<file path="config.mk">
export PLATFORM = sky130hd
export DESIGN_NAME = host_tile
export DESIGN_NICKNAME = d
export VERILOG_FILES = /design/src/mesh_pkg.sv /design/src/host_tile.sv /design/src/mesh_router.sv
export SDC_FILE = /design/constraint.sdc
export NUM_CORES = 1
export LEC_CHECK = 0
export BUFFER_PORTS_ARGS = -buffer_cell sky130_fd_sc_hd__buf_2
export CORE_AREA = 5 5 276 278
export CTS_CLUSTER_DIAMETER = 120
export DETAILED_ROUTE_END_ITERATION = 10
export DIE_AREA = 0 0 281 283
export PLACE_DENSITY = 0.51
export SETUP_SLACK_MARGIN = 0.3
export SYNTH_ARGS = -nofsm -noshare
export SYNTH_HDL_FRONTEND = slang
export SYNTH_HIERARCHICAL = 1
export SYNTH_SLANG_ARGS = --single-unit
</file>
<file path="constraint.sdc">
create_clock -name clk_i -period 10.2 [get_ports clk_i]
set_input_delay 1.02 -clock clk_i [delete_from_list [all_inputs] [get_ports clk_i]]
set_output_delay 1.02 -clock clk_i [all_outputs]
set_load 0.02 [all_outputs]
</file>
<file path="src/mesh_pkg.sv">
// Shared definitions for the 2x2 tiled mesh.
// Holds the mesh size, the address layout, the router port directions,
// the flit and host port structs, and the neighbor helpers used for wiring.
// Import with a wildcard in the module header.

package mesh_pkg;

  ////////////////////
  // Mesh geometry
  ////////////////////

  localparam int mesh_dim_x = 2;
  localparam int mesh_dim_y = 2;
  localparam int num_ports  = 5;

  localparam int data_width     = 32;
  localparam int spm_words      = 256;
  localparam int offset_width   = 8;
  localparam int tile_idx_width = 2;
  localparam int addr_width     = tile_idx_width + offset_width;

  typedef logic coord_t;
  typedef logic [addr_width-1:0] addr_t;
  typedef logic [data_width-1:0] data_t;

  // North is y+1, east is x+1
  typedef enum logic [2:0] {
    dir_local = 3'd0,
    dir_north = 3'd1,
    dir_east  = 3'd2,
    dir_south = 3'd3,
    dir_west  = 3'd4
  } route_dir_e;

  ////////////////////
  // Flits and ports
  ////////////////////

  typedef struct packed {
    logic   valid;
    coord_t dst_x;
    coord_t dst_y;
  } flit_hdr_t;

  // Routers look only at hdr, so it must stay the first field
  typedef struct packed {
    flit_hdr_t                 hdr;
    logic                      write;
    logic [offset_width-1:0]   offset;
    data_t                     wdata;
  } req_flit_t;

  typedef struct packed {
    flit_hdr_t hdr;
    data_t     rdata;
  } rsp_flit_t;

  typedef struct packed {
    logic  write;
    addr_t addr;
    data_t wdata;
  } host_req_t;

  typedef struct packed {
    data_t rdata;
    logic  err;
  } host_rsp_t;

  ////////////////////
  // Neighbor helpers
  ////////////////////

  function automatic bit is_tie_off(int x, int y, route_dir_e dir);
    case (dir)
      dir_north: return y == mesh_dim_y - 1;
      dir_east:  return x == mesh_dim_x - 1;
      dir_south: return y == 0;
      dir_west:  return x == 0;
      default:   return 1'b0;
    endcase
  endfunction

  function automatic int neighbor_x(int x, route_dir_e dir);
    case (dir)
      dir_east: return x + 1;
      dir_west: return x - 1;
      default:  return x;
    endcase
  endfunction

  function automatic int neighbor_y(int y, route_dir_e dir);
    case (dir)
      dir_north: return y + 1;
      dir_south: return y - 1;
      default:   return y;
    endcase
  endfunction

  function automatic route_dir_e opposite_dir(route_dir_e dir);
    case (dir)
      dir_north: return dir_south;
      dir_east:  return dir_west;
      dir_south: return dir_north;
      dir_west:  return dir_east;
      default:   return dir_local;
    endcase
  endfunction

endpackage

</file>
<file path="src/host_tile.sv">
// Host tile at (0,0): the only way into the mesh from outside.
// Takes one request at a time, turns it into a request flit, and hands the
// matching response back. Tile index 0 has no memory and is answered here
// with an error, without touching the network.

`timescale 1ns/1ns

module host_tile
  import mesh_pkg::*;
(
  input  logic                          clk_i,
  input  logic                          reset_i,
  input  logic                          req_valid_i,
  input  host_req_t                     req_i,
  output logic                          busy_o,
  output logic                          rsp_valid_o,
  output host_rsp_t                     rsp_o,
  input  req_flit_t [dir_west:dir_north] req_mesh_i,
  output req_flit_t [dir_west:dir_north] req_mesh_o,
  input  rsp_flit_t [dir_west:dir_north] rsp_mesh_i,
  output rsp_flit_t [dir_west:dir_north] rsp_mesh_o
);

  req_flit_t [num_ports-1:0] req_in, req_out;
  rsp_flit_t [num_ports-1:0] rsp_in, rsp_out;

  logic [tile_idx_width-1:0] tile_idx;
  logic                      accept;
  logic                      to_self;
  logic                      net_rsp;
  logic                      busy_q;
  logic                      rsp_valid_q;
  host_rsp_t                 rsp_q;

  ////////////////////
  // Request decode
  ////////////////////

  assign tile_idx = req_i.addr[addr_width-1 -: tile_idx_width];
  assign to_self  = (tile_idx == '0);
  assign accept   = req_valid_i && !busy_q;

  // Index is y*2+x, so the low bit is x and the high bit is y
  always_comb begin
    req_in[dir_west:dir_north]  = req_mesh_i;
    req_in[dir_local].hdr.valid = accept && !to_self;
    req_in[dir_local].hdr.dst_x = tile_idx[0];
    req_in[dir_local].hdr.dst_y = tile_idx[1];
    req_in[dir_local].write     = req_i.write;
    req_in[dir_local].offset    = req_i.addr[offset_width-1:0];
    req_in[dir_local].wdata     = req_i.wdata;
  end

  assign req_mesh_o = req_out[dir_west:dir_north];

  mesh_router #(
    .flit_t(req_flit_t),
    .my_x  (1'b0),
    .my_y  (1'b0)
  ) u_req_router (
    .clk_i,
    .reset_i,
    .flits_i(req_in),
    .flits_o(req_out)
  );

  // The host never sends responses into the mesh
  assign rsp_in[dir_west:dir_north] = rsp_mesh_i;
  assign rsp_in[dir_local]          = '0;
  assign rsp_mesh_o                 = rsp_out[dir_west:dir_north];

  mesh_router #(
    .flit_t(rsp_flit_t),
    .my_x  (1'b0),
    .my_y  (1'b0)
  ) u_rsp_router (
    .clk_i,
    .reset_i,
    .flits_i(rsp_in),
    .flits_o(rsp_out)
  );

  ////////////////////
  // Outstanding tracker
  ////////////////////

  assign net_rsp = rsp_out[dir_local].hdr.valid;

  always_ff @(posedge clk_i) begin
    if (reset_i) begin
      busy_q      <= 1'b0;
      rsp_valid_q <= 1'b0;
    end else begin
      rsp_valid_q <= (accept && to_self) || net_rsp;
      if (accept && !to_self) begin
        busy_q <= 1'b1;
      end else if (net_rsp) begin
        busy_q <= 1'b0;
      end
    end
  end

  always_ff @(posedge clk_i) begin
    if (accept && to_self) begin
      rsp_q.rdata <= '0;
      rsp_q.err   <= 1'b1;
    end else if (net_rsp) begin
      rsp_q.rdata <= rsp_out[dir_local].rdata;
      rsp_q.err   <= 1'b0;
    end
  end

  assign busy_o      = busy_q;
  assign rsp_valid_o = rsp_valid_q;
  assign rsp_o       = rsp_q;

endmodule

</file>
<file path="src/mesh_router.sv">
// Five-port XY router with registered outputs.
// The flit type is a parameter, so one module serves both the request and
// the response network. Any flit type works as long as it starts with hdr.
// There is no back-pressure, so traffic must never collide on an output.

`timescale 1ns/1ns

module mesh_router
  import mesh_pkg::*;
#(
  parameter type    flit_t = req_flit_t,
  parameter coord_t my_x   = 1'b0,
  parameter coord_t my_y   = 1'b0
) (
  input  logic                  clk_i,
  input  logic                  reset_i,
  input  flit_t [num_ports-1:0] flits_i,
  output flit_t [num_ports-1:0] flits_o
);

  route_dir_e [num_ports-1:0] in_dir;
  flit_t      [num_ports-1:0] flits_d;
  flit_t      [num_ports-1:0] flits_q;

  // X is corrected first, then Y
  function automatic route_dir_e xy_route(coord_t dst_x, coord_t dst_y);
    if (dst_x > my_x) begin
      return dir_east;
    end else if (dst_x < my_x) begin
      return dir_west;
    end else if (dst_y > my_y) begin
      return dir_north;
    end else if (dst_y < my_y) begin
      return dir_south;
    end
    return dir_local;
  endfunction

  ////////////////////
  // Route compute
  ////////////////////

  always_comb begin
    for (int i = 0; i < num_ports; i++) begin
      in_dir[i] = xy_route(flits_i[i].hdr.dst_x, flits_i[i].hdr.dst_y);
    end
  end

  ////////////////////
  // Output select
  ////////////////////

  // Scan from west down to local, so the lowest index that matches wins
  always_comb begin
    flits_d = flits_q;
    for (int o = 0; o < num_ports; o++) begin
      flits_d[o].hdr.valid = 1'b0;
      for (int i = num_ports - 1; i >= 0; i--) begin
        if (flits_i[i].hdr.valid && (in_dir[i] == route_dir_e'(o))) begin
          flits_d[o] = flits_i[i];
        end
      end
    end
  end

  always_ff @(posedge clk_i) begin
    if (reset_i) begin
      for (int o = 0; o < num_ports; o++) begin
        flits_q[o].hdr.valid <= 1'b0;
      end
    end else begin
      flits_q <= flits_d;
    end
  end

  assign flits_o = flits_q;

endmodule

</file>
==> key figures <==
CTS
  – Post-CTS setup buffer count: 0
  – CTS resizes: 0
  – Longest Clk Path Bufs: 3
  – CTS root buf: clkbuf_16
  – Number of clock buffers inserted by TritonCTS: 40
  – Clk_lat worst skew: around 0.55 ns
  – Clock slew at reported path FFs: 0.06 ns
  – H-tree depth: 2
  – Clock sinks: 305
  – CTS tree: yes
  – Hold_buf cts: 0

STA
  – Fin. max-slew vios: 0
  – Final worst path period share: between 40% and 50%
  – Worst Skew: 0.0113 ns
  – Setup TNS after final layout: 0 ns
  – Unrepaired setup endpoints after global routing: false
  – Measured slew at the worst slew-check pin: 1.17 ns
  – Final setup viols: 0
  – Tmin final: roughly 4.7 ns
  – Max-slew headroom: between 20% and 30%
  – Hold Fails Final Rpt: 0
  – Fmax: 0.215 GHz

Floorplanning
  – I/O pin cnt: between 700 and 800
  – Die X: 281 µm
  – DIE AREA: 79500 µm²
  – Initial core utilization: 26.0%
  – Row count: 100
  – Total core area: 73700 µm²
  – Die height: ~280 µm

Routing
  – Routed Antenna Nets: 0
  – DRT iter0 DRCs: 2161
  – WL final: a little under 100000 µm
  – Drt pass-1 iters: 8
  – Via count: 19800
  – Routed length per instance: 26.8 µm
  – DRC Markers: 0
  – Via density per instance: ~5.5

Setup path
  – CP Data Arrival Time: 4.86 ns
  – Setup crit end kind: register
  – Worst Setup Path Type: in2reg
  – CP required: around 10 ns
  – Crit Path Max Fanout: 46
  – CP startpoint kind: input port

Yosys
  – Syn_area_per_cell: 10.4 µm²
  – Number of synthesis warnings: 6
  – Synth Instances: 1845
  – Area of the mapped netlist: 19100 µm²

Pwr
  – Worst VDD drop: 0.128 mV
  – Sw power: about 1.3 mW
  – Sw Share: 32.3%
  – Part of the power in registers: 38.9%
  – Power per cell area: 163 nW/µm²
  – Leak: 10.4 nW
  – Int Power: 2.76 mW
  – Clk pwr share: 38.2%
  – Combinational share of power: between 20% and 30%

Outcome
  – Status: finished clean

Min path
  – Min-Delay Path Class: reg2reg

Placed design
  – Gp weighted congestion: 0.941
  – Post-DP HPWL: 66100 µm
  – Placed Area: around 23000 µm²
  – IO buf count: around 630

Global route
  – Gr usage total: 22.5%
  – Total congestion overflow: 0
  – Largest net degree at the start of global routing: 98
  – Global-route wire length before repair: about 140000 µm
  – Vias in the first global route: between 15000 and 20000
  – Initial antenna violation count: 27

Layout
  – Fill cells: about 7600
  – Final Cell Area: approximately 25000 µm²
  – Syn-to-layout area delta: 30.4%
  – Register area: 8740 µm²
  – Area taken by multi-input logic gates: 9820 µm²
  – # nets final: about 2900
  – Share of layout cells above drive strength 1: 30.6%

Flow run
  – Total of max-cap violations: 0
## worst max-delay path, cell delays in order
cell,delay [ns]
buf_2,0.09
buf_4,0.44
nor2_1,0.13
nor3b_2,0.17
buf_4,0.44
and2_2,1.01
nor3_1,0.27
a21oi_4,0.75
buf_4,0.49
## metal layers
layer | track usage (%) | part of all wire [%] | vias to the layer above
li1 | - | - | 8559
met1 | 27.1 | 36 | 9551
met2 | 38.7 | 48 | 1459
met3 | 5.88 | 11 | 236
met4 | 8.26 | 4.2 | 26
met5 | 0 | 0.18 | -
## per-stage QoR
step / cells / setup WS, ns / hold WS, ns / utilization [%] / power, mW
3_3_place_gp: 3508 / 5.03 / 0.437 / 31.9 / 2.52
5_1_grt: 3584 / 5.41 / 0.518 / 33.8 / 4.23
2_1_floorplan: 2193 / 5.77 / 0.456 / - / 2.14
3_5_place_dp: 3508 / 4.99 / 0.451 / 31.9 / 2.52
6_report: 3603 / 5.54 / 0.467 / 33.9 / 4.07
4_1_cts: 3580 / 5.58 / 0.472 / 33.8 / 4.10
## area by class of cell
cell class | instances | area share, %
Antenna cell | 23 | 0.230
Clock buffer | 52 | 4.60
Clock inverter | 20 | 1.08
Inverter | 68 | 1.02
Multi-Input combinational cell | 1493 | 39.3
Sequential cell | 305 | 35.0
Tap cell | 969 | 4.85
Timing Repair Buffer | 673 | 13.9
## cells in the final DEF (no fill, tap or decap), drive strengths merged, types with 4 or more instances in the layout
cell type / count
a32o: 34
nand3: 32
dfxtp: 42
mux2i: 32
conb: 351
nand3b: 7
clkinv: 8
nor3b: 4
nor2: 108
and2: 7
nand2: 85
diode: 23
o31a: 6
nor4bb: 32
and3b: 6
edfxtp: 263
buf: 673
and4b: 146
bufinv: 6
a31oi: 108
and3: 42
o21ai: 77
o31ai: 114
inv: 72
nor3: 42
a311oi: 146
clkbuf: 52
o221ai: 97
## power groups by stage
stage / logic [mW] / registers [mW] / clock network [mW]
after floorplan: 0.397 / 1.74 / 0
after global placement: 0.903 / 1.61 / 0
after detailed placement: 0.911 / 1.61 / 0
after CTS: 0.915 / 1.59 / 1.60
after global routing: 0.984 / 1.60 / 1.65
final: 0.931 / 1.59 / 1.56
## state kept, by name, summed over array words and instances (netlist names)
register	flops
busy_o	1
rsp_o	33
rsp_valid_o	1
u_req_router/flits_o	132
u_rsp_router/flits_o	138
## path summary, 6_finish.rpt
| kind | start | endpoint | slack (ns) | cells after the start |
|---|---|---|---|---|
| max | req_i[41] | u_req_router/flits_o[105] | 5.54 | 9 |
| min | rsp_o[0] | rsp_o[0] | 0.47 | 1 |
| max reg2reg | busy_o | u_req_router/flits_o[105] | 6.32 | 6 |
| min reg2reg | rsp_o[0] | rsp_o[0] | 0.47 | 1 |
No activity file was read; power rests on OpenSTA's default activity.
